File: config.mk
export PLATFORM = sky130hd
export DESIGN_NAME = adxl_reader
export DESIGN_NICKNAME = d
export VERILOG_FILES = /design/src/adxl_logger_pkg.sv /design/src/adxl_reader.sv
export SDC_FILE = /design/constraint.sdc
export NUM_CORES = 1
export LEC_CHECK = 0
export BUFFER_PORTS_ARGS = -buffer_cell sky130_fd_sc_hd__buf_2
export CORE_ASPECT_RATIO = 1.2
export CORE_MARGIN = 1
export CORE_UTILIZATION = 45
export DETAILED_ROUTE_END_ITERATION = 6
export GPL_TIMING_DRIVEN = 1
export RECOVER_POWER = 100
export SETUP_SLACK_MARGIN = 0.05
export SLEW_MARGIN = 20
export SYNTH_ARGS = -nofsm -noshare
export SYNTH_HDL_FRONTEND = slang
export SYNTH_SLANG_ARGS = --single-unit
File: constraint.sdc
create_clock -name clk -period 5.5 [get_ports clk]
set_clock_uncertainty 0.15 [all_clocks]
set_input_delay 0.55 -clock clk [delete_from_list [all_inputs] [get_ports clk]]
set_output_delay 0.55 -clock clk [all_outputs]
set_load 0.05 [all_outputs]
File: src/adxl_logger_pkg.sv
/*
  adxl logger shared definitions
  buffer sizes, sync generator constants, host protocol codes and the
  structs passed between blocks
*/
package adxl_logger_pkg;

  localparam int BUF_LEN = 6144;      // 6 kB circular sample buffer
  localparam int BUF_AW = 13;         // byte address width of the buffer
  localparam int FRAME_LEN = 9;       // 3 axes x 3 data bytes
  localparam int PA_BITS = 30;        // phase accumulator width
  localparam int SYNCS_PER_PPS = 10;  // sync edges expected per pps interval
  localparam int PPS_CLKS = 1000;     // clocks per pps interval
  localparam int PPS_TOL = 50;        // +- clocks accepted on an interval

  typedef logic [7:0] byte_t;
  typedef logic [BUF_AW-1:0] buf_addr_t;
  typedef logic [31:0] host_addr_t;   // top byte is the region
  typedef logic [PA_BITS-1:0] pa_t;

  localparam byte_t READ_CMD = 8'h11;          // (0x08 << 1) | read, xdata3 onwards
  localparam pa_t PA_INC_NOM = 30'd10737418;  // 2^30 / 100 -> sync every 100 clk
  localparam pa_t PA_STEP = 30'd64;           // increment nudge per pps interval

  // host address regions
  typedef enum logic [7:0] {
    REG_BUF  = 8'h00,
    REG_PTR  = 8'h01,
    REG_CTRL = 8'hff
  } host_region_e;

  // first byte of a host transfer
  typedef enum logic [7:0] {
    CMD_WRITE = 8'h00,
    CMD_READ  = 8'h01
  } host_cmd_e;

  typedef struct packed {
    logic       rd;     // one clk, byte address complete
    logic       wr;     // one clk, data byte complete
    host_addr_t addr;
    byte_t      wdata;
  } host_req_t;

  typedef struct packed {
    logic  wr;          // one byte per strobe, never stalled
    byte_t data;
  } sample_wr_t;

  typedef struct packed {
    logic pps_valid;
    logic locked;
    logic drdy;
  } sync_status_t;

endpackage
File: src/adxl_reader.sv
/*
  adxl frame reader
  spi mode 3 master, one xyz frame per drdy edge, keeps the upper 16 bits
  of each axis and hands the sensor pins to the host when idle
*/
`timescale 1ns/100ps
module adxl_reader (
  input  logic clk,
  input  logic rst_n,
  input  logic drdy,
  input  logic direct_req,
  output logic direct_en,
  output logic adxl_csn,
  output logic adxl_sclk,
  output logic adxl_mosi,
  input  logic adxl_miso,
  output adxl_logger_pkg::sample_wr_t sample
);

  typedef enum logic [1:0] {
    ST_IDLE,
    ST_CMD,    // shifting out the read command
    ST_DATA,   // clocking in the frame
    ST_DONE
  } state_e;

  state_e state;
  logic drdy_q;
  logic start;                       // registered drdy rising edge
  logic active;
  logic [3:0] clk_cnt;               // 2 clk per bit, 16 per byte
  logic [3:0] byte_cnt;              // 0 = command, 1..9 = data
  logic byte_end;
  logic keep;
  adxl_logger_pkg::byte_t shift_out;
  adxl_logger_pkg::byte_t shift_in;
  adxl_logger_pkg::byte_t rx_byte;
  adxl_logger_pkg::byte_t wr_data;
  logic wr_q;

  assign active = (state == ST_CMD) || (state == ST_DATA);
  assign byte_end = active && (clk_cnt == 4'd15);
  assign rx_byte = {shift_in[6:0], adxl_miso};   // includes the bit sampled now

  // every third data byte holds the low nibble of an axis, skip it
  assign keep = (byte_cnt != 4'd3) && (byte_cnt != 4'd6) && (byte_cnt != 4'd9);

  // pins go to the host only between frames
  assign direct_en = (state == ST_IDLE) && direct_req;

  always_ff @(posedge clk or negedge rst_n)
  begin
    if (!rst_n)
    begin
      state <= ST_IDLE;
      drdy_q <= 1'b0;
      start <= 1'b0;
      clk_cnt <= '0;
      byte_cnt <= '0;
      adxl_csn <= 1'b1;
      adxl_sclk <= 1'b1;   // mode 3 idles high
      adxl_mosi <= 1'b0;
      wr_q <= 1'b0;
    end
    else
    begin
      drdy_q <= drdy;
      start <= drdy & ~drdy_q;
      wr_q <= byte_end && (state == ST_DATA) && keep;
      case (state)
        ST_IDLE:
          if (start && !direct_req)   // edges during a frame are dropped
          begin
            state <= ST_CMD;
            adxl_csn <= 1'b0;
            clk_cnt <= '0;
            byte_cnt <= '0;
          end
        ST_CMD, ST_DATA:
        begin
          clk_cnt <= clk_cnt + 4'd1;
          if (!clk_cnt[0])
          begin
            adxl_sclk <= 1'b0;               // falling edge, next bit out
            adxl_mosi <= shift_out[7];
          end
          else
            adxl_sclk <= 1'b1;               // rising edge, miso sampled
          if (byte_end)
          begin
            byte_cnt <= byte_cnt + 4'd1;
            if (state == ST_CMD)
              state <= ST_DATA;
            else if (byte_cnt == 4'(adxl_logger_pkg::FRAME_LEN))
              state <= ST_DONE;
          end
        end
        ST_DONE:
        begin
          adxl_csn <= 1'b1;   // sclk is already back high
          adxl_mosi <= 1'b0;
          state <= ST_IDLE;
        end
        default: state <= ST_IDLE;
      endcase
    end
  end

  // shift registers and sample byte
  always_ff @(posedge clk)
  begin
    if (state == ST_IDLE)
      shift_out <= adxl_logger_pkg::READ_CMD;
    else if (active && clk_cnt[0])
    begin
      shift_out <= {shift_out[6:0], 1'b0};   // zeros during data bytes
      shift_in <= rx_byte;
    end
    if (byte_end && (state == ST_DATA))
      wr_data <= rx_byte;
  end

  assign sample = '{wr: wr_q, data: wr_data};

endmodule

Word level (Yosys, flattened, before mapping)
Cells that the tools add are included.
{"block": "word_totals", "ff_bits": 39, "input_bits": 5, "output_inout_bits": 13, "word_cells": 64}
{"block": "op_classes", "n_addsub": 2, "eq_ne": 12, "n_mux": 14, "bitwise_logic": 3, "reduce_logical": 21}
{"op": "$pmux 4 s2", "n": 2}
{"op": "$add 4x1->4 const B", "n": 2}
{"op": "$eq 4x4->1 const B", "n": 2}
{"op": "$logic_and 1x1->1", "n": 8}
{"op": "$mux 2", "n": 4}
{"op": "$mux 4", "n": 2}
{"op": "$reduce_and 2->1", "n": 4}
{"op": "$pmux 2 s3", "n": 1}
{"op": "$reduce_and 3->1", "n": 2}
{"op": "$reduce_bool 2->1", "n": 3}
{"op": "$eq 2x2->1 const B", "n": 2}
{"op": "$ne 2x2->1 const B", "n": 2}
{"op": "$ne 4x2->1 const B", "n": 1}
{"op": "$ne 4x3->1 const B", "n": 1}
{"op": "$ne 4x4->1 const B", "n": 1}
{"op": "$pmux 1 s2", "n": 2}
{"op": "$mux 1", "n": 3}
{"op": "$ne 3x3->1 const B", "n": 1}
{"op": "$eq 2x1->1 const B", "n": 1}
{"op": "$logic_not 2->1", "n": 1}
{"op": "$ne 2x1->1 const B", "n": 1}
{"op": "$not 1->1", "n": 2}
{"op": "$reduce_or 2->1", "n": 1}
{"op": "$and 1x1->1", "n": 1}
{"op": "other kinds (2)", "n": 2}

Depth between registers and ports, before layout
{"block": "depth", "depth_word": 5, "mapped_depth": 7, "mapped_depth_nobuf": 6}

Least setup slack after synthesis
OpenSTA, ideal clock, no wires.
{"block": "synth_timing", "path_type": "reg2out", "from": "register state[0]", "to": "output direct_en", "t_arrival_ps": 1484, "required_ps": 4800, "path_slack_ps": 3316, "stages_incl_launch_ff": 5, "n_path_buf": 1, "path_cell_list": "dfrtp_1 inv_1 ha_1 clkbuf_1 and2_1"}
{"block": "synth_between", "elab_chain_len": 2}
{"element": "start: declaration", "line_no": "adxl_reader.sv:27", "text": "state_e state;"}
{"element": "start signal: assignment", "line_no": "adxl_reader.sv:55", "text": "state <= ST_IDLE;"}
{"element": "start signal: assignment", "line_no": "adxl_reader.sv:74", "text": "state <= ST_CMD;"}
{"element": "start signal: assignment", "line_no": "adxl_reader.sv:93", "text": "state <= ST_DATA;"}
{"element": "$logic_not 2->1", "line_no": "adxl_reader.sv:49", "text": "assign direct_en = (state == ST_IDLE) && direct_req;"}
{"element": "$logic_and 1x1->1", "line_no": "adxl_reader.sv:49"}
{"element": "end: declaration", "line_no": "adxl_reader.sv:12", "text": "output logic direct_en,"}
Every way passes these cells.

Worst setup path in the final report
{"block": "layout_timing", "from": "register state[1]", "to": "output direct_en"}
Same word-level chain as after synthesis.

==> results.py <==
metrics = {
    "pwr": {
        "p_sw_uw": 279.8,
        "p_comb_frac": 0.243,
        "peakVddDrop_uv": 258.5,
        "seq_power_share": 0.449,
        "power_uw": 899.9,
        "leakage_nw": 0.7484,
        "switching_share": 0.3109,
        "p_clk_frac": 0.307,
        "power.density_nw_per_um2": 484.7,
        "p_int_uw": 620.1,
    },
    "detailed_routing": {
        "first_pass_iters": 4,
        "highest_layer": "met4",
        "via_per_inst": 5.246,
        "wirelength_um": 2605,
        "ant_nets": 0,
        "dr_wl_met2_um": 1280,
        "wl_per_cell_um": 13.09,
        "drtIter0Drc": 15,
        "drc": 0,
        "drt-met1-wl_um": 1187,
        "route.vias.total": 1044,
        "wl_met3_um": 99,
    },
    "synth": {
        "yosysTopAreaCellShare": 0.2750,
        "yosysWarningCount": 0,
        "synth_commonest_cells": "20 x nand2_1, 15 x edfxtp_1, 14 x dfrtp_1",
        "yosysSeqAreaShare": 0.6188,
        "synth_nets": 156,
        "yosysMostFrequentCell": "nand2_1",
        "syn-cell-area_um2": 1638,
        "synth.area.top_cells": "edfxtp_1 28%, dfrtp_1 21%, dfxtp_1 9.8%, ha_1 6.9%, nand2_1 4.6%",
        "ys_seq_elements": 39,
        "async_flop_share": 0.4103,
        "synth.avg_cell_area_um2": 11.53,
        "syn_inst": 142,
        "synthDistinctLibCells": 34,
        "postSynth.topFlopCell": "edfxtp_1",
        "synth-edff-count": 15,
        "yosys.area.top_type": "edfxtp_1",
    },
    "status": {
        "status": "complete, no violations",
    },
    "clock_network": {
        "cts_buffers": 5,
        "cts_htree_levels": 2,
        "cts_root_buf": "clkbuf_8",
        "clock_latency_ps": 290,
        "cts_setup_buffers": 0,
        "cts_tree": "built",
        "cts_num_sinks": 39,
        "hold_buffers": 0,
        "clk_path_buf_depth": 2,
        "clk_pin_slew_ps": 70,
        "postCtsResizedCells": 0,
    },
    "global_routing": {
        "grt_util_all_layers": 0.1570,
        "grt_pass1_vias": 992,
        "grt_pass1_wl_um": 4340,
        "antenna_found_initial": 0,
        "grt_overflow": 0,
        "grt_max_degree": 20,
    },
    "worst_setup_path": {
        "cp_top_family": "buffers and inverters",
        "crit_type": "register to output pin",
        "cp_slowest_stage_delay_ps": 510,
        "cp_cell_sequence": "inv_1 > ha_1 > and2_1 > clkbuf_1",
        "path_buf_inv": 2,
        "critPathSlowestCell": "ha_1",
        "arrival_ps": 1990,
        "worst_setup_path_end_kind": "output pin",
        "required_ps": 4800,
        "crit_path_start_kind": "register",
        "worst-path-max-fanout": 16,
    },
    "floorplan": {
        "core_area_um2": 3396,
        "rows": 23,
        "die_w_um": 57.07,
        "start_util": 0.4823,
        "die_y_um": 68.09,
        "dieArea_um2": 3886,
        "io_pins": 18,
    },
    "timing": {
        "timing.final.ws_setup_ps": 2810,
        "holdWs_ps": 190.7,
        "rsz0062_at_grt": "false",
        "finalSetupTns_ps": 0,
        "fmax_ghz": 0.3718,
        "finalHoldViolations": 0,
        "relSlewSlack": 0.4305,
        "setup_viol": 0,
        "finalCritPeriodShare": 0.4891,
        "min_period_ps": 2690,
        "max_slew.worst_pin.slew_ps": 854.2,
        "maxSlewViolCount": 0,
    },
    "layout": {
        "drive_gt1_frac": 0.09259,
        "final_nets": 175,
        "diodes": 0,
        "fill_cells": 306,
        "synthToLayoutAreaGrowth_pct": 13.37,
    },
    "placement": {
        "numPortBuffers": 17,
        "gp_congestion": 0.7695,
        "post-place-ws_ps": 3037,
        "dpl.hpwl_um": 1835,
    },
    "hold_path": {
        "hold_class": "input pin to async pin",
    },
    "flow_run": {
        "cap_violations": 0,
    },
}
==> metal layers <==
metal / up-vias / global-route usage
met3: 4 / 0.06238
met5: - / 0
met2: 16 / 0.2647
met4: 0 / 0.08232
met1: 490 / 0.1722
li1: 534 / -
==> state kept, by name, summed over array words and instances, names as in the netlist <==
signal,flops
wr_q,1
adxl_mosi,1
clk_cnt,4
shift_in,7
adxl_sclk,1
state,2
start,1
byte_cnt,4
shift_out,8
wr_data,8
adxl_csn,1
drdy_q,1
==> cell families after synthesis <==
logic type                 count (synthesis)  synth area share
xor gates and xnor gates                   1          0.005349
adders and majority gates                  9           0.06876
and+or+nand+nor                           47            0.1398
muxes                                      2           0.01222
DFF                                       39            0.6188
buffers and inverters                     12           0.03133
AOI/OAI and AO/OA                         32            0.1238
==> layout make-up <==
| cell class | count | area, um2 | share of cell area |
|---|---|---|---|
| inverters | 7 | 26.28 | 0.01415 |
| well taps | 37 | 46.29 | 0.02493 |
| clock buffers | 6 | 72.57 | 0.03908 |
| flip-flops and latches | 39 | 1013 | 0.5458 |
| repair buffers | 17 | 67.56 | 0.03639 |
| clock inverters | 2 | 60.06 | 0.03235 |
| multi-input cells | 91 | 570.5 | 0.3073 |
==> power groups by stage <==
stage	clock network (mW)	registers [mW]	logic, mW
after global placement	0	0.408	0.220
after global routing	0.296	0.412	0.252
after CTS	0.284	0.404	0.227
final	0.276	0.404	0.219
after floorplan	0	0.412	0.175
after detailed placement	0	0.409	0.227
==> per-stage QoR <==
step | utilization | std cells | area (um2)
global route | 0.5468 | 199 | 1857
finish | 0.5468 | 199 | 1857
detailed placement | 0.5136 | 191 | 1744
global placement | 0.5136 | 191 | 1744
floorplan | - | 142 | 1638
CTS | 0.5527 | 199 | 1877
==> cells in the final DEF, fill, tap and decap left out, types with 3 or more instances in the layout <==
cell type,netlist,layout
a21o_1,3,3
a21oi_1,13,13
o21ai_0,5,6
edfxtp_1,15,15
nor2_1,9,9
inv_1,7,7
ha_1,9,9
a22o_1,3,3
clkbuf_1,2,15
nand3_1,4,4
dfrtp_1,14,14
buf_2,2,3
clkbuf_8,0,5
dfxtp_1,8,8
nand2b_1,3,3
nand2_1,20,20
==> path summary, 6_finish.rpt <==
path                       startpoint          end  slack (ps)  depth (start not counted)
max                          state[1]    direct_en        2810                          4
min                             rst_n  byte_cnt[2]         190                          1
max reg2reg                  state[0]  shift_in[0]        3020                          4
min reg2reg                    drdy_q        start         250                          1
max in group asynchronous       rst_n        start        4480                          1
min in group clk                 drdy       drdy_q         230                          1
No activity file was read; power rests on OpenSTA's default activity.
