`src/adxl_logger_pkg.sv`:
```
/*
  adxl logger shared definitions
  buffer sizes, sync generator constants, host protocol codes and the
  structs passed between blocks
*/
package adxl_logger_pkg;

  localparam int BUF_LEN = 6144;      // 6 kB circular sample buffer
  localparam int BUF_AW = 13;         // byte address width of the buffer
  localparam int FRAME_LEN = 9;       // 3 axes x 3 data bytes
  localparam int PA_BITS = 30;        // phase accumulator width
  localparam int SYNCS_PER_PPS = 10;  // sync edges expected per pps interval
  localparam int PPS_CLKS = 1000;     // clocks per pps interval
  localparam int PPS_TOL = 50;        // +- clocks accepted on an interval

  typedef logic [7:0] byte_t;
  typedef logic [BUF_AW-1:0] buf_addr_t;
  typedef logic [31:0] host_addr_t;   // top byte is the region
  typedef logic [PA_BITS-1:0] pa_t;

  localparam byte_t READ_CMD = 8'h11;          // (0x08 << 1) | read, xdata3 onwards
  localparam pa_t PA_INC_NOM = 30'd10737418;  // 2^30 / 100 -> sync every 100 clk
  localparam pa_t PA_STEP = 30'd64;           // increment nudge per pps interval

  // host address regions
  typedef enum logic [7:0] {
    REG_BUF  = 8'h00,
    REG_PTR  = 8'h01,
    REG_CTRL = 8'hff
  } host_region_e;

  // first byte of a host transfer
  typedef enum logic [7:0] {
    CMD_WRITE = 8'h00,
    CMD_READ  = 8'h01
  } host_cmd_e;

  typedef struct packed {
    logic       rd;     // one clk, byte address complete
    logic       wr;     // one clk, data byte complete
    host_addr_t addr;
    byte_t      wdata;
  } host_req_t;

  typedef struct packed {
    logic  wr;          // one byte per strobe, never stalled
    byte_t data;
  } sample_wr_t;

  typedef struct packed {
    logic pps_valid;
    logic locked;
    logic drdy;
  } sync_status_t;

endpackage
```
`src/host_spi_slave.sv`:
```
/*
  host spi slave
  oversampled mode 3 slave, decodes command and 32-bit address and turns
  each data byte into a byte read or write strobe
*/
`timescale 1ns/100ps
module host_spi_slave (
  input  logic clk,
  input  logic rst_n,
  input  logic host_csn,
  input  logic host_sclk,
  input  logic host_mosi,
  output logic host_miso,
  input  adxl_logger_pkg::byte_t rdata,
  output adxl_logger_pkg::host_req_t req
);

  logic [1:0] csn_r;
  logic [2:0] sclk_r;                // two sync flops + previous
  logic [1:0] mosi_r;
  logic csn_s;
  logic mosi_s;
  logic sclk_rise;
  logic sclk_fall;
  logic [2:0] bit_cnt;
  logic [2:0] byte_cnt;              // 0 cmd, 1..4 addr, 5 data (sticks)
  logic byte_done;
  adxl_logger_pkg::host_cmd_e cmd;
  adxl_logger_pkg::host_addr_t addr;     // running address
  adxl_logger_pkg::host_addr_t addr_q;   // address carried with the strobe
  adxl_logger_pkg::byte_t shift_in;
  adxl_logger_pkg::byte_t shift_out;
  adxl_logger_pkg::byte_t rx_byte;
  adxl_logger_pkg::byte_t wdata_q;
  logic rd_q;
  logic wr_q;
  logic miso_q;

  assign csn_s = csn_r[1];
  assign mosi_s = mosi_r[1];
  assign sclk_rise = sclk_r[1] & ~sclk_r[2];
  assign sclk_fall = ~sclk_r[1] & sclk_r[2];
  assign rx_byte = {shift_in[6:0], mosi_s};
  assign byte_done = sclk_rise && !csn_s && (bit_cnt == 3'd7);

  always_ff @(posedge clk or negedge rst_n)
  begin
    if (!rst_n)
    begin
      csn_r <= '1;
      sclk_r <= '1;
      mosi_r <= '0;
      bit_cnt <= '0;
      byte_cnt <= '0;
      cmd <= adxl_logger_pkg::CMD_WRITE;
      rd_q <= 1'b0;
      wr_q <= 1'b0;
      miso_q <= 1'b0;
    end
    else
    begin
      csn_r <= {csn_r[0], host_csn};
      sclk_r <= {sclk_r[1:0], host_sclk};
      mosi_r <= {mosi_r[0], host_mosi};
      rd_q <= 1'b0;
      wr_q <= 1'b0;
      if (csn_s)
      begin
        bit_cnt <= '0;   // abort, next transfer starts with a command
        byte_cnt <= '0;
      end
      else if (sclk_rise)
      begin
        bit_cnt <= bit_cnt + 3'd1;
        if (bit_cnt == 3'd7)
        begin
          if (byte_cnt != 3'd5)
            byte_cnt <= byte_cnt + 3'd1;
          if (byte_cnt == 3'd0)
            cmd <= adxl_logger_pkg::host_cmd_e'(rx_byte);
          else if (byte_cnt == 3'd4)
            rd_q <= (cmd == adxl_logger_pkg::CMD_READ);   // first read byte
          else if (byte_cnt == 3'd5)
          begin
            rd_q <= (cmd == adxl_logger_pkg::CMD_READ);   // fetch ahead
            wr_q <= (cmd == adxl_logger_pkg::CMD_WRITE);
          end
        end
      end
      // msb first on falling edges, a new byte loads at bit 0
      if (sclk_fall && !csn_s)
        miso_q <= (bit_cnt == 3'd0) ? rdata[7] : shift_out[7];
    end
  end

  always_ff @(posedge clk)
  begin
    if (sclk_rise)
      shift_in <= rx_byte;
    if (sclk_fall)
      shift_out <= (bit_cnt == 3'd0) ? {rdata[6:0], 1'b0} : {shift_out[6:0], 1'b0};
    if (byte_done)
    begin
      if (byte_cnt inside {[3'd1:3'd4]})
      begin
        addr <= {addr[23:0], rx_byte};     // big endian
        addr_q <= {addr[23:0], rx_byte};
      end
      else if (byte_cnt == 3'd5)
      begin
        addr <= addr + 32'd1;
        // write lands at the current address, read prefetches the next one
        addr_q <= (cmd == adxl_logger_pkg::CMD_WRITE) ? addr : addr + 32'd1;
        wdata_q <= rx_byte;
      end
    end
  end

  assign req = '{rd: rd_q, wr: wr_q, addr: addr_q, wdata: wdata_q};
  assign host_miso = miso_q;

endmodule

```
`config.mk`:
```
export PLATFORM = sky130hd
export DESIGN_NAME = host_spi_slave
export DESIGN_NICKNAME = d
export VERILOG_FILES = /design/src/adxl_logger_pkg.sv /design/src/host_spi_slave.sv
export SDC_FILE = /design/constraint.sdc
export NUM_CORES = 1
export LEC_CHECK = 0
export BUFFER_PORTS_ARGS = -buffer_cell sky130_fd_sc_hd__buf_2
export CAP_MARGIN = 20
export CORE_MARGIN = 4
export CORE_UTILIZATION = 50
export DETAILED_ROUTE_END_ITERATION = 10
export PLACE_DENSITY = 0.81
export SLEW_MARGIN = 10
export SYNTH_ARGS = -nofsm -noshare
export SYNTH_HDL_FRONTEND = slang
export SYNTH_SLANG_ARGS = --single-unit
```
`constraint.sdc`:
```
create_clock -name clk -period 5.5 [get_ports clk]
set_clock_uncertainty 0.05 [all_clocks]
set_input_delay 0.275 -clock clk [delete_from_list [all_inputs] [get_ports clk]]
set_output_delay 0.275 -clock clk [all_outputs]
set_load 0.01 [all_outputs]
```
Word-level counts from Yosys, hierarchy flattened. Index checks and enable logic that the tools add are counted.

$add $sub $neg: 3. $mul: 0. Div/mod/pow operators: 0. $lt $le $gt $ge: 2. Equal/unequal tests: 5. Shift operators: 0. Mux-type cells: 25. Bitwise logic cells: 6. Reductions and logical operators: 16.

Operator list (count): 32-bit 2-to-1 mux (5); 32-bit by 1-bit adder with 32-bit output, second input constant (1); 3-bit 2-to-1 mux (6); 1-bit 2-to-1 mux (13); 3-bit equality test, second input constant (3); 8-bit by 1-bit equality test with 1-bit output, second input constant (1); 8-bit zero test (1); 8-bit 2-to-1 mux (1); 2-bit nonzero test (4); 3-bit by 1-bit adder with 3-bit output, second input constant (2); 3-bit zero test (2); 3-bit AND reduction (2); 1-bit logical AND (4); 1-bit inverter (4); 4-bit AND reduction (1); 3-bit by 1-bit >= comparator with 1-bit output, second input constant (1); 3-bit less-or-equal comparator, second input constant (1); 3-bit inequality test, second input constant (1); 1-bit bitwise AND (2); 2-bit AND reduction (1); 1-bit zero test (1).

Flip-flop bits (word level): 111. Latch bits: 0. Bits in writable memories: 0. ROM bits: 0. Input bits: 13. Output and inout port bits: 43. Word-level logic and storage cells: 71. Memories kept: 0.

Longest topological paths before layout.
Word-level depth: 7. Depth in mapped cells: 7.

Worst setup path after synthesis. Ideal clock, no wire load.

Path kind: flip-flop to flip-flop. Start point: register byte_cnt[0]. End point: register addr[0] (enable). Library setup time: 0.565 ns. Data arrival time: 5.204 ns. Slack: -0.319 ns. Stages on the path, launching flop included: 6. Path buffers: 0. Cells stage by stage: dfrtp_1 > inv_1 > ha_1 > nand2b_1 > a21oi_1 > nor3_1.

Cells in the longest elaborated chain, start to end: 4. Elaborated cells between the ends (all ways): 6. Classes of those cells: order compare (2); eq/ne (1); reduce/logical (3).

RTL lines: start, declared (RTL line host_spi_slave.sv:26) `logic [2:0] byte_cnt;`; start signal, assigned (RTL line host_spi_slave.sv:78) `byte_cnt <= byte_cnt + 3'd1;`; 3-bit by 1-bit >= comparator with 1-bit output or 3-bit less-or-equal comparator (tied branches) (RTL line host_spi_slave.sv:104) `if (byte_cnt inside {[3'd1:3'd4]})`; 1-bit logical AND (RTL line host_spi_slave.sv:104); 2-bit nonzero test (no source line) *; 2-bit AND reduction (no source line) *; end signal, assigned (RTL line host_spi_slave.sv:106) `addr <= {addr[23:0], rx_byte};`; end signal, assigned (RTL line host_spi_slave.sv:111) `addr <= addr + 32'd1;`; end, declared (RTL line host_spi_slave.sv:29) `adxl_logger_pkg::host_addr_t addr;`.

Every way passes the cells marked *; elsewhere a longest branch is shown, timed or not. A chain may end at the register's enable or synchronous reset.

Final worst setup path.
Start point: register addr[3]. End point: register addr_q[31], data pin.

Cells in the longest elaborated chain, start to end: 4.

RTL lines: 32-bit by 1-bit adder with 32-bit output (RTL line host_spi_slave.sv:113) `addr_q <= (cmd == adxl_logger_pkg::CMD_WRITE) ? addr : addr + 32'd1;`; 32-bit 2-to-1 mux (RTL line host_spi_slave.sv:113); 32-bit 2-to-1 mux (RTL line host_spi_slave.sv:109) `else if (byte_cnt == 3'd5)`; 32-bit 2-to-1 mux (RTL line host_spi_slave.sv:104); end signal, assigned (RTL line host_spi_slave.sv:107) `addr_q <= {addr[23:0], rx_byte};`; end signal, assigned (RTL line host_spi_slave.sv:113); end, declared (RTL line host_spi_slave.sv:30) `adxl_logger_pkg::host_addr_t addr_q;`.

No other way between the ends. The select of a mux whose other input is x is not followed.

==> flow_summary.toml <==
[status]
outcome = "completed"

[yosys]
synth_edf_count = 86
ys_seq_area_share_pct = 58.9
ys_types = 40
ys_ff_latch = 110
yosysWarnings = 0
async_flop_share_pct = 21.8
synthFlopType = "edfxtp_1"
netlist_instances = 475
postSynthAreaPerCell_um2 = 11.4
syn_nets = 495
netlist_area_um2 = 5420

[clocking]
cts_root_buf = "clkbuf_8"
clk_latency_ns = 0.37
cts_tree = "built"
clk_pin_slew_ns = 0.11
ctsResizeCount = 0
cts_buffer_depth = 2
postCtsSetupBuffers = 0
htreeDepth = 3
cts.sinks = 110
ctsHoldBuffers = 4
numCtsBuffers = 9

[timing]
fin_crit_ns = 2.70
worstMarginPinSlew_ns = 0.979
max_freq_mhz = 371
relSlewSlack_pct = 34.6
fin_hold_ws_ns = 0.126
hold_viol_final = 0
drv_slew = 0
tns_ns = 0
rsz0062_at_grt = "false"
finalSetupViolations = 0
fin_crit_sh_pct = 49.0

[hold_path]
hold_class = "in -> reg"

[place]
dp_cells = 635
dp.final_hpwl_um = 7360
io_buffers = 55
place.gp.congestion = 0.914

[die]
rows = 37
start_util_pct = 52.0
die_h_um = 112
die_width_um = 112
pin_count = 56
dieArea_um2 = 12600
core_um2 = 10400

[global_route]
grt_remaining_overflow = 0
grt_pass1_wl_um = 17800
grt_usage_pct = 17.3
grt_max_degree = 69
antenna_found_initial = 0
grt_pass1_vias = 3664

[power]
switchingPower_w = 0.000307
seq_power_share_pct = 64.5
p_comb_share_pct = 2.1
ir_worst_vdd_v = 0.000162
power_frac_clock_pct = 33.4
p_leak_nw = 2.08
power_density_nw_per_um2 = 235
switching_share_pct = 21.8
internal_power_w = 0.00110

[final_layout]
final_cell_count_no_fill = 657
n_fill_cell = 863
n_antenna_cell = 0
layout_common_cells = "edfxtp_1, buf_2, a21oi_1"
mostFrequentLayoutCell = "edfxtp_1"
regArea_um2 = 3190
multiInputGateArea_um2 = 2070
area_delta_synth_final_pct = 10.8
layout.nets = 536
drive_gt1_share_pct = 19.6

[critical_path]
path_cells = "nand4_4, nor3_4, nand4_2, or4_1, a31oi_1"
critical_path.max_fanout = 18
worst_path_max_delay_cell = "nor3_4"
cp_data_arrival_time_ns = 2.87
max_stage_delay_ns = 0.64
required_ns = 5.67
cp-start-kind = "flip-flop"
cp_num_buf_inv = 0
ff2ff_setup_slack_ns = 2.80
cp-end-kind = "flip-flop"
path_delay_family = "simple AND/OR/NAND/NOR gates"
worstSetupPathType = "reg -> reg"

[detailed_routing]
dr.first_iter.drc_count = 219
ant_nets = 0
first_pass_iters = 5
viasPerCell = 5.65
num_vias = 3713
wl_per_cell_um = 16.2
drt_wl_total_um = 10600
drcViolationCount = 0

[flow_run]
cap_violations = 0
-- power groups by stage --
stage                     sequential [W]  clock (W)  combinational, W
final                           0.000908   0.000470         0.0000292
after global routing            0.000909   0.000508         0.0000334
after detailed placement        0.000926          0         0.0000277
after floorplan                 0.000923          0         0.0000170
after global placement          0.000926          0         0.0000267
after CTS                       0.000908   0.000478         0.0000299
-- per-stage QoR --
step	total power (W)	util (%)	worst slack (ns)	cell area [µm²]
floorplan	0.000940	-	1.65	5420
global placement	0.000953	55.3	2.98	5760
detailed placement	0.000954	55.3	2.86	5760
CTS	0.00142	57.5	2.83	5990
global route	0.00145	57.6	2.58	6000
finish	0.00141	57.6	2.80	6000
-- layer usage --
metal / track usage [%] / vias up / part of all wire (%)
met3: 4.04 / 22 / 5.9
met5: 0 / - / 0
li1: - / 1802 / -
met4: 5.45 / 0 / 2.2
met2: 29.3 / 123 / 50
met1: 22.2 / 1766 / 42
-- Yosys cell counts (all sizes together), types with 12 or more instances --
master	n	share of area, %
clkbuf	21	1.5
buf	13	1.4
dfrtp	19	8.8
xor2	35	5.7
mux2	14	2.9
nor2	48	3.3
a21oi	54	5.0
xnor2	19	3.1
nand2	25	1.7
o21ai	12	1.1
nand4	19	2.6
nand3	22	2.0
edfxtp	86	48
-- cell type report --
class	count	share of cell area, %
Clock buffer	10	2.29
Clock inverter	6	0.855
Inverter	9	0.563
Multi-Input combinational cell	322	34.4
Sequential cell	110	53.2
Tap cell	136	2.84
Timing Repair Buffer	64	5.84
-- path summary, 6_finish.rpt --
check | start | endpoint | depth (start not counted)
hold / removal | rdata[0] | shift_out[1]$_SDFFCE_PN0P_ | 2
hold reg to reg | csn_r[0]$_DFF_PN1_ | csn_r[1]$_DFF_PN1_ | 0
setup reg to reg | addr[3]$_DFFE_PP_ | addr_q[31]$_DFFE_PP_ | 5
setup / recovery | addr[3]$_DFFE_PP_ | addr_q[31]$_DFFE_PP_ | 5
max in group asynchronous | rst_n | cmd[0]$_DFFE_PN0P_ | 2
min in group asynchronous | rst_n | bit_cnt[1]$_DFFE_PN0P_ | 2
-- state kept, by name (all words and copies together), names as in the netlist --
name / flops
addr: 32
sclk_r: 3
byte_cnt: 3
shift_in: 7
csn_r: 2
rd_q: 1
cmd: 8
wr_q: 1
shift_out: 7
mosi_r: 2
host_miso: 1
wdata_q: 8
bit_cnt: 3
addr_q: 32
-- cells by family after synthesis --
| kind of cell | after synthesis | share of synthesized area (%) |
|---|---|---|
| adders and majority gates | 7 | 1.62 |
| and+or+nand+nor | 163 | 15.8 |
| xor gates and xnor gates | 54 | 8.73 |
| DFF | 110 | 58.9 |
| buffers and inverters | 43 | 3.49 |
| muxes | 18 | 3.65 |
| AOI/OAI and AO/OA | 80 | 7.83 |
-- worst reg2reg max path: cells and delay by family, from the launching register on --
kind / cells / cell delay (ns)
compound gates: 1 / 0.17
simple gates: 4 / 1.78
flops: 1 / 0.55
No activity file was read; power rests on OpenSTA's default activity.
