`src/adxl_logger_pkg.sv`:
```
/*
  adxl logger shared definitions
  buffer sizes, sync generator constants, host protocol codes and the
  structs passed between blocks
*/
package adxl_logger_pkg;

  localparam int BUF_LEN = 6144;      // 6 kB circular sample buffer
  localparam int BUF_AW = 13;         // byte address width of the buffer
  localparam int FRAME_LEN = 9;       // 3 axes x 3 data bytes
  localparam int PA_BITS = 30;        // phase accumulator width
  localparam int SYNCS_PER_PPS = 10;  // sync edges expected per pps interval
  localparam int PPS_CLKS = 1000;     // clocks per pps interval
  localparam int PPS_TOL = 50;        // +- clocks accepted on an interval

  typedef logic [7:0] byte_t;
  typedef logic [BUF_AW-1:0] buf_addr_t;
  typedef logic [31:0] host_addr_t;   // top byte is the region
  typedef logic [PA_BITS-1:0] pa_t;

  localparam byte_t READ_CMD = 8'h11;          // (0x08 << 1) | read, xdata3 onwards
  localparam pa_t PA_INC_NOM = 30'd10737418;  // 2^30 / 100 -> sync every 100 clk
  localparam pa_t PA_STEP = 30'd64;           // increment nudge per pps interval

  // host address regions
  typedef enum logic [7:0] {
    REG_BUF  = 8'h00,
    REG_PTR  = 8'h01,
    REG_CTRL = 8'hff
  } host_region_e;

  // first byte of a host transfer
  typedef enum logic [7:0] {
    CMD_WRITE = 8'h00,
    CMD_READ  = 8'h01
  } host_cmd_e;

  typedef struct packed {
    logic       rd;     // one clk, byte address complete
    logic       wr;     // one clk, data byte complete
    host_addr_t addr;
    byte_t      wdata;
  } host_req_t;

  typedef struct packed {
    logic  wr;          // one byte per strobe, never stalled
    byte_t data;
  } sample_wr_t;

  typedef struct packed {
    logic pps_valid;
    logic locked;
    logic drdy;
  } sync_status_t;

endpackage
```
`src/sync_gen.sv`:
```
/*
  sync / drdy generator
  phase accumulator clocking the sensor sample rate, steered by pps
  interval checks until the sync count per interval is exact
*/
`timescale 1ns/100ps
module sync_gen (
  input  logic clk,
  input  logic rst_n,
  input  logic pps,
  output adxl_logger_pkg::sync_status_t status
);

  adxl_logger_pkg::pa_t acc;   // msb is drdy
  adxl_logger_pkg::pa_t inc;   // steered increment
  logic [2:0] pps_r;           // [0] meta, [1] synced, [2] previous
  logic pps_rise;
  logic drdy_q;
  logic drdy_rise;
  logic [$clog2(2 * adxl_logger_pkg::PPS_CLKS)-1:0] clk_cnt;  // saturates
  logic [7:0] sync_cnt;        // drdy edges so far in this interval
  logic [7:0] sync_total;      // including an edge on the pps clock itself
  logic interval_ok;
  logic exact_ok;
  logic prev_exact;            // last interval was valid and exact
  logic pps_valid;
  logic locked;

  assign pps_rise = pps_r[1] & ~pps_r[2];
  assign drdy_rise = acc[adxl_logger_pkg::PA_BITS-1] & ~drdy_q;
  assign sync_total = sync_cnt + {7'd0, drdy_rise};

  // interval length inside the window around the nominal pps period
  assign interval_ok = (clk_cnt >= adxl_logger_pkg::PPS_CLKS - adxl_logger_pkg::PPS_TOL) &&
                       (clk_cnt <= adxl_logger_pkg::PPS_CLKS + adxl_logger_pkg::PPS_TOL);
  assign exact_ok = interval_ok && (sync_total == adxl_logger_pkg::SYNCS_PER_PPS);

  always_ff @(posedge clk or negedge rst_n)
  begin
    if (!rst_n)
    begin
      acc <= '0;
      inc <= adxl_logger_pkg::PA_INC_NOM;
      pps_r <= '0;
      drdy_q <= 1'b0;
      clk_cnt <= '0;
      sync_cnt <= '0;
      prev_exact <= 1'b0;
      pps_valid <= 1'b0;
      locked <= 1'b0;
    end
    else
    begin
      acc <= acc + inc;                 // wraps freely
      pps_r <= {pps_r[1:0], pps};
      drdy_q <= acc[adxl_logger_pkg::PA_BITS-1];
      if (pps_rise)
      begin
        clk_cnt <= 1;                   // this clock starts the next interval
        sync_cnt <= '0;
        pps_valid <= interval_ok;
        // too few syncs -> speed up, too many -> slow down
        if (interval_ok && sync_total < adxl_logger_pkg::SYNCS_PER_PPS)
          inc <= inc + adxl_logger_pkg::PA_STEP;
        else if (interval_ok && sync_total > adxl_logger_pkg::SYNCS_PER_PPS)
          inc <= inc - adxl_logger_pkg::PA_STEP;
        prev_exact <= exact_ok;
        locked <= exact_ok && prev_exact;   // two exact intervals in a row
      end
      else
      begin
        if (clk_cnt != '1)
          clk_cnt <= clk_cnt + 1;       // hold at max when pps is missing
        sync_cnt <= sync_cnt + {7'd0, drdy_rise};
      end
    end
  end

  assign status = '{pps_valid: pps_valid,
                    locked: locked,
                    drdy: acc[adxl_logger_pkg::PA_BITS-1]};

endmodule

```
`config.mk`:
```
export PLATFORM = sky130hd
export DESIGN_NAME = sync_gen
export DESIGN_NICKNAME = d
export VERILOG_FILES = /design/src/adxl_logger_pkg.sv /design/src/sync_gen.sv
export SDC_FILE = /design/constraint.sdc
export NUM_CORES = 1
export LEC_CHECK = 0
export ABC_AREA = 1
export BUFFER_PORTS_ARGS = -buffer_cell sky130_fd_sc_hd__buf_2
export CELL_PAD_IN_SITES_DETAIL_PLACEMENT = 0
export CELL_PAD_IN_SITES_GLOBAL_PLACEMENT = 1
export CORE_ASPECT_RATIO = 1.1
export CORE_MARGIN = 2
export CORE_UTILIZATION = 52
export DETAILED_ROUTE_END_ITERATION = 16
export PLACE_DENSITY = 0.83
export SLEW_MARGIN = 25
export SYNTH_ARGS = -nofsm -noshare
export SYNTH_HDL_FRONTEND = slang
export SYNTH_SLANG_ARGS = --single-unit
```
`constraint.sdc`:
```
create_clock -name clk -period 6.2 [get_ports clk]
set_input_delay 0 -clock clk [delete_from_list [all_inputs] [get_ports clk]]
set_output_delay 0 -clock clk [all_outputs]
set_load 0.005 [all_outputs]
```
# After elaboration in Yosys (flattened, before gate mapping)
# Cells that the tools add are included.
dict set report word_totals {
  reg_bits 86
  latchBits 0
  ramBits 0
  mem_bits_ro 0
  inputBits 3
  mem_count 0
}
dict set report op_classes {
  addsub 5
  mul 0
  n_div 0
  n_lt_le_gt_ge 4
  n_eq_ne 2
  n_shift 0
  n_mux 5
  bitwise_logic 4
  n_reduce_logical 8
}
# op n
set ops {}
lappend ops {{30-bit two-way mux} 2}
lappend ops {{30-bit adder} 1}
lappend ops {{30-bit by 7-bit adder with 30-bit output (second input constant)} 1}
lappend ops {{30-bit by 7-bit subtractor with 30-bit output (second input constant)} 1}
lappend ops {{11-bit two-way mux} 2}
lappend ops {{11-bit by 1-bit adder with 11-bit output (second input constant)} 1}
lappend ops {{11-bit by 10-bit >= comparator with 1-bit output (second input constant)} 1}
lappend ops {{11-bit <= comparator (second input constant)} 1}
lappend ops {{11-bit inequality test (second input constant)} 1}
lappend ops {{8-bit by 1-bit adder with 8-bit output} 1}
lappend ops {{8-bit by 4-bit equality test with 1-bit output (second input constant)} 1}
lappend ops {{8-bit by 4-bit greater-than comparator with 1-bit output (second input constant)} 1}
lappend ops {{8-bit by 4-bit less-than comparator with 1-bit output (second input constant)} 1}
lappend ops {{8-bit two-way mux} 1}
lappend ops {{1-bit logical AND} 5}
lappend ops {{2-bit nonzero test} 2}
lappend ops {{1-bit bitwise AND} 2}
lappend ops {{1-bit NOT} 2}
lappend ops {{2-bit AND reduction} 1}

# Logic depth before layout (Yosys ltp)
# Gate-level depths: netlist (run 1).
dict set report depth {
  word_depth 7
  mapped_depth 25
  mapped_depth_nobuf 25
}

# Least setup slack after synthesis (run 1)
# Ideal clock, no wire load.
dict set report synth_path {
  path_type {register to register}
  startpoint {register acc[29]}
  endpoint {register inc[18]}
  t_arrival_ns 3.275
  path_slack_ns 2.807
  path_stages_with_launch 20
  period_less_slack_ns 3.393
  path_cell_list {dfrtp_1 inv_1 nor2_1 ha_1 nand2_1 nor2_1 nor2_1 nor2_1 nand2_1 nor2_1 nand3_1 ha_1 a21oi_1 o21ai_0 a21o_1 nand2_1 nand2_1 or2_2 nand3_1 nand2_1}
}
dict set report synth_between {
  elab_chain_cells 6
  elab_cells_between_ends 9
}
# item line
set synth_rtl {}
lappend synth_rtl {{start: declaration} sync_gen.sv:14} ;# adxl_logger_pkg::pa_t acc;
lappend synth_rtl {{start signal: assignment} sync_gen.sv:54} ;# acc <= acc + inc;
lappend synth_rtl {{1-bit bitwise AND (*)} sync_gen.sv:30} ;# assign drdy_rise = acc[adxl_logger_pkg::PA_BITS-1] & ~drdy_q;
lappend synth_rtl {{8-bit by 1-bit adder with 8-bit output (*)} sync_gen.sv:31} ;# assign sync_total = sync_cnt + {7'd0, drdy_rise};
lappend synth_rtl {{8-bit by 4-bit less-than comparator with 1-bit output or 8-bit by 4-bit greater-than comparator with 1-bit output (tied branches)} {sync_gen.sv:63, sync_gen.sv:65}}
lappend synth_rtl {{1-bit logical AND, on equally long branches} {sync_gen.sv:63, sync_gen.sv:65}}
lappend synth_rtl {{2-bit nonzero test (no line)} n/a}
lappend synth_rtl {{2-bit AND reduction (no line)} n/a}
lappend synth_rtl {{end signal: assignment} sync_gen.sv:43} ;# inc <= adxl_logger_pkg::PA_INC_NOM;
lappend synth_rtl {{end signal: assignment} sync_gen.sv:64} ;# inc <= inc + adxl_logger_pkg::PA_STEP;
lappend synth_rtl {{end signal: assignment} sync_gen.sv:66} ;# inc <= inc - adxl_logger_pkg::PA_STEP;
lappend synth_rtl {{end: declaration} sync_gen.sv:15} ;# adxl_logger_pkg::pa_t inc;
# Every way passes the cells marked *; elsewhere a longest branch is shown, timed or not.
# A chain may end at the register's enable or synchronous reset.

# Worst setup path after layout (run 1)
# Ends and elaborated chain as after synthesis.

==> results of run 1 <==
## worst max-delay path, delay by kind of cell (launching register included)
kind / cells / cell delay [ns]
AOI/OAI and AO/OA: 3 / 0.68
adders and majority gates: 2 / 0.80
buffers and inverters: 1 / 0.05
DFF: 1 / 0.40
and+or+nand+nor: 13 / 1.70
## layout make-up
cell class	count	area (um^2)	area share
repair buffers	9	62.6	0.00982
well taps	147	184	0.0289
multi-input cells	623	3480	0.546
clock inverters	6	67.6	0.0106
clock buffers	10	239	0.0375
flip-flops and latches	79	1990	0.312
inverters	92	353	0.0554
## state kept, by name, summed over array words and instances (netlist names)
register,count
acc,29
inc,24
clk_cnt,11
sync_cnt,8
pps_r,3
drdy_q,1
locked,1
pps_valid,1
prev_exact,1
## power breakdown
group	switching, mW	leakage, nW	internal (mW)	total (mW)
Sequential	0.0159	1.02	0.528	0.544
Combinational	0.0303	2.28	0.0159	0.0462
Clock	0.233	0.145	0.325	0.559
Total	0.280	3.45	0.869	1.15
## how the worst min path moves through the flow
stage	to	start	slack [ns]	depth (start not counted)
global placement	acc[4]$_DFF_PN0_	rst_n	-0.04	1
floorplan	acc[10]$_DFF_PN0_	rst_n	-0.30	0
finish	acc[4]$_DFF_PN0_	rst_n	0.13	2
detailed placement	acc[4]$_DFF_PN0_	rst_n	-0.04	1
global route	acc[4]$_DFF_PN0_	rst_n	0.16	2
CTS	acc[4]$_DFF_PN0_	rst_n	0.13	2
## cells by family (layout without fill, tap and decap cells)
group | count (synthesis) | in the layout
flops | 79 | 79
buf+inv | 100 | 117
xor+xnor | 45 | 45
fa+ha+maj | 51 | 51
simple gates | 393 | 393
compound gates | 134 | 134
## layer usage
metal	wire length [um]	GRT usage	vias to the layer above
li1	-	-	2651
met1	6590	0.320	2353
met2	7070	0.449	94
met3	531	0.0416	17
met4	234	0.0772	0
met5	0	0	-
## layout by cell type (no fill, tap or decap), types with 4 or more instances in the layout
master     netlist  layout
a21o_1           6       6
a21oi_1         57      57
a31oi_1          6       6
buf_2            0       4
clkbuf_16        0       9
dfrtp_1         69      69
dfstp_2         10      10
ha_1            50      50
inv_1           91      91
nand2_1        215     215
nand2_2         15      15
nand3_1         43      42
nand4_1         10      10
nor2_1          84      84
nor3_1          15      15
o211ai_1         4       4
o21ai_0         36      36
o21ai_2         12      12
o21bai_1         6       6
xnor2_1         20      20
xor2_1          25      25
## per-stage QoR
step                instances  instance area (um^2)
global placement          948                  6040
floorplan                 802                  5900
detailed placement        948                  6040
CTS                       966                  6370
finish                    966                  6370
global route              966                  6370
==> flow_summary.json, run 1 <==
{
  "outcome": "complete, no violations",
  "powerDensity_mw_per_mm2": 180,
  "fmax_ghz": 0.267,
  "root_buffer": "clkbuf_16",
  "grt_max_degree": 53,
  "core_area_mm2": 0.0110,
  "fin_nets": 868,
  "clkTransAtPathRegs_ns": 0.07,
  "r2r_setup_slack_ns": 2.45,
  "final.setup.tns_ns": 0,
  "synthTopCellsByArea": "dfrtp_1 29%, nand2_1 14%, ha_1 11%",
  "cts_buffer_depth": 2,
  "slew-limit-headroom": 0.508,
  "period_share": 0.604,
  "routed_wl_um": 14400,
  "portBuffers": 5,
  "initial_core_util": 0.536,
  "leakage_nw": 3.45,
  "hpwl_um": 11100,
  "drc": 0,
  "postRouteAntennaNets": 0,
  "clk_latency_ns": 0.34,
  "synth_commonest_cells": "215 x nand2_1, 91 x inv_1, 84 x nor2_1",
  "synthFlopType": "dfrtp_1",
  "n_antenna_cell": 0,
  "finalSetupViolations": 0,
  "firstDrtPassIters": 5,
  "worstMarginPinSlew_ns": 0.732,
  "critPathMaxStageDelay_ns": 0.57,
  "dieArea_mm2": 0.0122,
  "critPathKind": "flop to flop",
  "hold_class": "input port to async pin",
  "via_count": 5115,
  "cts_resized": 0,
  "finClkSkew_ns": 0.00877,
  "syn_inst": 802,
  "grt_pass1_wl_um": 24400,
  "fin_crit_ns": 3.75,
  "synthArstFlopShare": 1.00,
  "startpoint_type": "flop",
  "globalRouteOverflowTotal": 0,
  "critPathLaunch": "acc[29]$_DFF_PN0_",
  "post-route-util": 0.579,
  "crit_path_cell_trace": "inv_1 > nor2_1 > ha_1 > nand2_1 > nor2_1 > nor2_1 > nor2_1 > nand2_1 > nor2_1 > nand3_2 > ha_1 > a21oi_1 > o21ai_0 > a21o_1 > nand2_1 > nand2_1 > or2_2 > nand3_1 > nand2_1",
  "dieWidth_um": 106,
  "wl_per_cell_um": 14.9,
  "p_total_mw": 1.15,
  "first_global_vias": 4993,
  "vias_per_cell": 5.30,
  "synth_cell_types": 36,
  "critPathRequiredTime_ns": 6.43,
  "setup_slack_ns": 2.45,
  "worstPathArrival_ns": 3.98,
  "r2r_end": "inc[18]$_DFFE_PN0P_",
  "whs_ns": 0.127,
  "cp_max_fo": 24,
  "yosysSeqAreaShare": 0.337,
  "reg2reg_depth": 19,
  "io-pin-count": 6,
  "synth_enable_flop_cells": 0,
  "cts.sinks": 79,
  "syn_avg_cell_area_um2": 7.36,
  "synthMuxAreaShare": 0,
  "gp_congestion": 0.907,
  "r2r-start": "acc[29]$_DFF_PN0_",
  "synth_compound_area_frac": 0.133,
  "cts_setup_buffers": 0,
  "synth_top_area_frac": 0.293,
  "die_y_um": 116,
  "h-tree-depth": 3,
  "fillCellCount": 1087,
  "synth_area_leader_cell": "dfrtp_1",
  "area_growth_pct": 8.02,
  "synthAdderAreaFrac": 0.109,
  "rsz0062_at_grt": "false",
  "antenna_found_initial": 0,
  "slowest_stage": "ha_1",
  "synth_area_mm2": 0.00590,
  "cts-buffers-inserted": 9,
  "slew_violations": 0,
  "synth-xor-area-share": 0.0668,
  "pre_cts_slack_ns": 2.05,
  "crit_path_end": "inc[18]$_DFFE_PN0P_",
  "critPathCaptureType": "flop",
  "ys_seq_elements": 79,
  "maxCapViolCount": 0,
  "yosys.area_share.simple": 0.280,
  "cts-hold-fix-buffers": 2,
  "synth-warning-count": 0,
  "synth_fp_nets": 856,
  "final_hold_viol_count": 0,
  "peakVddDrop_mv": 0.135,
  "grt_usage": 0.254,
  "synth_most_common_cell": "nand2_1",
  "synth_top_family_by_area": "simple AND/OR/NAND/NOR gates",
  "drive_gt1_frac": 0.0818,
  "drt_iter0_drc": 336,
  "cts_tree": "yes",
  "fp-row-count": 40
}
(Power assumes the default switching activity.)
==> inputs of run 2 (changes only) <==
- ABC_AREA: 1 -> 0
- CORE_UTILIZATION: 52 -> 50
- PLACE_DENSITY: 0.83 -> 0.76
- clock period: 6.2 -> 3.5 ns (I/O delays scaled with it)
==> flow_summary.json, run 2 <==
{
  "die_y_um": 111,
  "finalSetupViolations": 14,
  "antenna_found_initial": 0,
  "initial_core_util": 0.508,
  "setup_slack_ns": -0.450,
  "hold_class": "input port to async pin",
  "via_count": 4387,
  "reg.largest.list": "acc: 29 flops, inc: 24 flops, clk_cnt: 11 flops",
  "fillCellCount": 848,
  "h-tree-depth": 3,
  "ys_seq_elements": 79,
  "post-route-util": 0.657,
  "drt_iter0_drc": 130,
  "cts.sinks": 79,
  "gp_congestion": 0.828,
  "synth_area_mm2": 0.00523,
  "synthFlopType": "dfrtp_1",
  "postRouteAntennaNets": 0,
  "final_area_mm2": 0.00676,
  "synthArstFlopShare": 1.00,
  "maxCapViolCount": 0,
  "largest_reg_flops": 29,
  "failed_checks": "negative setup slack",
  "area_growth_pct": 29.3,
  "grt_max_degree": 80,
  "globalRouteOverflowTotal": 0,
  "worstMarginPinSlew_ns": 0.713,
  "critPathCaptureType": "flop",
  "synth_cell_types": 64,
  "clkTransAtPathRegs_ns": 0.06,
  "final_cell_mix": "81 x buf_4, 69 x dfrtp_1, 58 x nand2_1",
  "core_area_mm2": 0.0103,
  "syn_avg_cell_area_um2": 9.31,
  "worstPathArrival_ns": 4.21,
  "portBuffers": 5,
  "drive_gt1_frac": 0.258,
  "powerDensity_mw_per_mm2": 308,
  "final_hold_viol_count": 0,
  "synth_commonest_cells": "69 x dfrtp_1, 61 x nand2_1, 50 x ha_1",
  "syn_inst": 562,
  "io-pin-count": 6,
  "root_buffer": "clkbuf_16",
  "fin_crit_ns": 3.95,
  "cts-buffers-inserted": 9,
  "slew-limit-headroom": 0.525,
  "synth_most_common_cell": "dfrtp_1",
  "synthTopCellsByArea": "dfrtp_1 33%, ha_1 12%, xnor2_1 6.2%",
  "n_antenna_cell": 0,
  "rsz0062_at_grt": "true",
  "yosysSeqAreaShare": 0.380,
  "wl_per_cell_um": 14.8,
  "synth_fp_nets": 616,
  "startpoint_type": "flop",
  "peakVddDrop_mv": 0.223,
  "critPathLaunch": "drdy_q$_DFF_PN0_",
  "vias_per_cell": 5.48,
  "final_common_cell": "buf_4",
  "clk_latency_ns": 0.34,
  "fin_nets": 707,
  "period_share": 1.13,
  "cts_buffer_depth": 2,
  "fmax_ghz": 0.253,
  "critPathKind": "flop to flop",
  "leakage_nw": 3.33,
  "synth_enable_flop_cells": 0,
  "synth_area_leader_cell": "dfrtp_1",
  "cp_max_fo": 7,
  "grt_usage": 0.228,
  "cts_tree": "yes",
  "dieArea_mm2": 0.0113,
  "dp.cells": 765,
  "routed_wl_um": 11900,
  "r2r-start": "drdy_q$_DFF_PN0_",
  "critPathRequiredTime_ns": 3.76,
  "grt_pass1_wl_um": 20500,
  "slew_violations": 0,
  "largest_register": "acc",
  "outcome": "finished, violations left",
  "firstDrtPassIters": 4,
  "dieWidth_um": 102,
  "place_area_mm2": 0.00601,
  "synth_top_area_frac": 0.330,
  "first_global_vias": 4406,
  "hpwl_um": 8450,
  "instances_no_fill": 801,
  "synth-warning-count": 0,
  "fp-row-count": 39,
  "finClkSkew_ns": 0.00450,
  "drc": 0
}
## run 2: changes by cell type after synthesis, moves of 17 or more
cell     change
nand3_1     -34
a21oi_1     -17
inv_1       -79
nor2_1      -37
xnor2_1     +17
nand2_1    -154
a21o_1      +21
## run 2: metal layers
metal / up-vias / track usage / part of all wire
met3: 18 / 0.0353 / 0.018
met4: 0 / 0.0883 / 0.020
met5: - / 0 / 0
li1: 2207 / - / -
met1: 2122 / 0.298 / 0.48
met2: 40 / 0.375 / 0.48
## run 2: cells by family (layout without fill, tap and decap cells)
| group | Yosys count | after routing | share of synthesized area |
|---|---|---|---|
| AOI/OAI and AO/OA | 158 | 158 | 0.199 |
| xor gates and xnor gates | 58 | 58 | 0.0971 |
| adders and majority gates | 51 | 51 | 0.123 |
| buffers and inverters | 30 | 125 | 0.0263 |
| DFF | 79 | 79 | 0.380 |
| muxes | 4 | 4 | 0.00789 |
| and+or+nand+nor | 182 | 183 | 0.166 |
## run 2: where the power goes
part           leakage [nW]  switching, mW  internal (mW)
registers              1.02         0.0143          0.935
logic                  2.15         0.0748         0.0621
clock network         0.157          0.356          0.642
total                  3.33          0.445           1.64
## run 2: worst max-delay path, stage by stage, from the launching register on
cell and delay [ns]:
dfrtp_1 0.39, nor2b_4 0.16, ha_4 0.15, and4_4 0.23, xnor2_1 0.15, and3b_2 0.26
nor2_4 0.06, or3_4 0.48, ha_4 0.32, a21o_1 0.11, a21o_1 0.16, buf_6 0.12
o22ai_4 0.07, nor3_4 0.25, o211ai_1 0.13, a311o_1 0.34, a2111o_1 0.41, o211ai_1 0.08
## run 2: cell type report
class                      instances  area [um^2]  area share
multi-input combinational        454         3470       0.513
timing repair buffer              97          761       0.112
inverter                          12         45.0     0.00666
tap                              143          179      0.0265
clock buffer                      12          246      0.0364
clock inverter                     4         70.1      0.0104
sequential                        79         1990       0.294
## run 2: worst paths after layout
path | to | slack [ns] | cells after the start
min | acc[3]$_DFF_PN0_ | 0.24 | 2
min reg2reg | pps_r[1]$_DFF_PN0_ | 0.36 | 0
max | inc[28]$_DFFE_PN0P_ | -0.45 | 17
min in group clk | pps_r[0]$_DFF_PN0_ | 0.32 | 2
max in group asynchronous | acc[28]$_DFF_PN0_ | 2.75 | 2
max reg2reg | inc[28]$_DFFE_PN0P_ | -0.45 | 17
## run 2: timing repair
action | CTS | global route
endpoints found under the setup margin | 14 | 17
hold buffers | 2 | 0
cloned | 1 | 0
setup buffers | 12 | 10
hold endpoints to repair | 70 | 0
gates resized for setup | 51 | 9
pin swaps | 41 | 17
## run 2: through the flow
stage	total power [mW]	hold slack, ns	TNS, ns	worst slack, ns
global placement	1.10	0.117	-3.19	-0.399
CTS	2.11	0.320	-3.03	-0.424
floorplan	1.02	-0.296	-1.63	-0.304
detailed placement	1.10	0.114	-4.17	-0.455
global route	2.17	0.320	-6.42	-0.616
finish	2.08	0.244	-4.00	-0.450
==> inputs of run 3 (changes only) <==
- clock period: 3.5 -> 4.4 ns (I/O delays scaled with it)
==> flow_summary.json, run 3 (same netlist as run 2, synthesis figures left out) <==
{
  "largest_register": "acc",
  "dr_wl_met3_um": 137,
  "crit_path_cell_trace": "nor2b_1 > ha_1 > and3_1 > and3_1 > and3b_1 > nor2_1 > or3_1 > buf_6 > ha_1 > a21oi_2 > o21ai_2 > a2111oi_4 > nor3_2 > o211ai_1 > a311o_1 > a2111o_1 > o211ai_1",
  "routed_wl_um": 10400,
  "p_total_mw": 1.56,
  "period_share": 0.958,
  "clkTransAtPathRegs_ns": 0.06,
  "critPathKind": "flop to flop",
  "vias_per_cell": 5.49,
  "drt-met1-wl_um": 5240,
  "cts-buffers-inserted": 9,
  "worstPathBufferInverterCount": 1,
  "outcome": "complete, no violations",
  "slew_violations": 0,
  "startpoint_type": "flop",
  "finClkSkew_ns": 0.00492,
  "fp-row-count": 39,
  "antenna_found_initial": 0,
  "grt_max_degree": 80,
  "drive_gt1_frac": 0.0927,
  "slew-limit-headroom": 0.524,
  "globalRouteOverflowTotal": 0,
  "critPathCaptureType": "flop",
  "initial_core_util": 0.508,
  "io-pin-count": 6,
  "core_area_mm2": 0.0103,
  "final_common_cell": "dfrtp_1",
  "critPathRequiredTime_ns": 4.66,
  "largest_reg_flops": 29,
  "die_y_um": 111,
  "root_buffer": "clkbuf_16",
  "seqPwrFrac": 0.493,
  "fmax_ghz": 0.237,
  "leakage_nw": 2.85,
  "swShare": 0.230,
  "postRouteAntennaNets": 0,
  "critPathLaunch": "acc[29]$_DFF_PN0_",
  "n_antenna_cell": 0,
  "r2r-start": "acc[29]$_DFF_PN0_",
  "cp_max_fo": 25,
  "fillCellCount": 925,
  "dp.cells": 698,
  "wl_per_cell_um": 14.5,
  "hold_class": "input port to async pin",
  "grt_pass1_wl_um": 17700,
  "peakVddDrop_mv": 0.217,
  "portBuffers": 5,
  "dieArea_mm2": 0.0113,
  "route.met2.wl_um": 4830,
  "p_sw_mw": 0.359,
  "dieWidth_um": 102,
  "worstPathArrival_ns": 4.48,
  "reg.largest.list": "acc: 29 flops, inc: 24 flops, clk_cnt: 11 flops",
  "slowest_stage": "dfrtp_1",
  "cts_tree": "yes",
  "top_layer": "met4",
  "via_count": 3922,
  "pwr-share-comb": 0.039,
  "p_int_mw": 1.20,
  "final_hold_viol_count": 0,
  "final_cell_mix": "69 x dfrtp_1, 61 x nand2_1, 49 x ha_1",
  "critPathTopFamily": "simple AND/OR/NAND/NOR gates",
  "pre_cts_slack_ns": 0.0645,
  "finalSetupViolations": 0,
  "fin_nets": 622,
  "cts_buffer_depth": 2,
  "worstMarginPinSlew_ns": 0.714,
  "maxCapViolCount": 0,
  "critPathMaxStageDelay_ns": 0.41,
  "clkPwrFrac": 0.468,
  "h-tree-depth": 3,
  "first_global_vias": 3737,
  "powerDensity_mw_per_mm2": 269,
  "setup_slack_ns": 0.186,
  "fin_crit_ns": 4.21,
  "cts_setup_buffers": 0,
  "cts.sinks": 79,
  "gp_congestion": 0.848,
  "hpwl_um": 7560,
  "drc": 0,
  "area_growth_pct": 10.6,
  "drt_iter0_drc": 108,
  "clk_latency_ns": 0.34,
  "rsz0062_at_grt": "true",
  "grt_usage": 0.198,
  "firstDrtPassIters": 4,
  "instances_no_fill": 715
}
-- run 3: changes by cell type in the layout (fill, tap and decap cells not counted), sizes merged --
cell,change
clkinvlp,+3
bufinv,-1
buf,-84
clkbuf,-3
or3,-1
-- run 3: area by class of cell --
| type | count | area, um^2 | share of cell area |
|---|---|---|---|
| multi-input cells | 453 | 3180 | 0.550 |
| clock inverters | 6 | 62.6 | 0.0108 |
| well taps | 143 | 179 | 0.0309 |
| flip-flops and latches | 79 | 1990 | 0.344 |
| clock buffers | 9 | 225 | 0.0389 |
| repair buffers | 13 | 100 | 0.0173 |
| inverters | 12 | 45.0 | 0.00779 |
-- run 3: final timing paths --
check	depth (start not counted)	slack, ns	to
worst max register to register	17	0.19	inc[28]$_DFFE_PN0P_
worst min-delay path	2	0.25	acc[9]$_DFF_PN0_
worst max-delay path	17	0.19	inc[28]$_DFFE_PN0P_
max in group asynchronous	2	3.65	inc[22]$_DFFE_PN0P_
worst min register to register	0	0.36	pps_r[1]$_DFF_PN0_
min in group clk	2	0.33	pps_r[0]$_DFF_PN0_
-- run 3: layer usage --
layer  vias to the layer above  GRT usage
li1                       2033          -
met1                      1845      0.279
met2                        36      0.296
met3                         8     0.0265
met4                         0     0.0955
met5                         -          0
-- run 3: power by group through the flow --
stage	combinational, mW	sequential (mW)	clock (mW)
2_1_floorplan	0.0361	0.775	0
3_3_place_gp	0.0596	0.780	0
3_5_place_dp	0.0599	0.781	0
4_1_cts	0.0622	0.768	0.752
5_1_grt	0.0694	0.771	0.788
6_report	0.0600	0.769	0.730
-- run 3: stage by stage --
step	hold WS, ns	util	TNS, ns	area, um^2
after global routing	0.326	0.562	-0.0211	5790
final	0.245	0.562	0	5790
after CTS	0.320	0.553	0	5700
after detailed placement	0.111	0.523	0	5390
after floorplan	-0.296	-	0	5230
after global placement	0.114	0.523	0	5390
-- run 3: timing repair --
action                     CTS  global route
hold endpoints to repair    70             0
setup endpoints to repair    0             7
hold buffers                 2             0
resized for setup            0            15
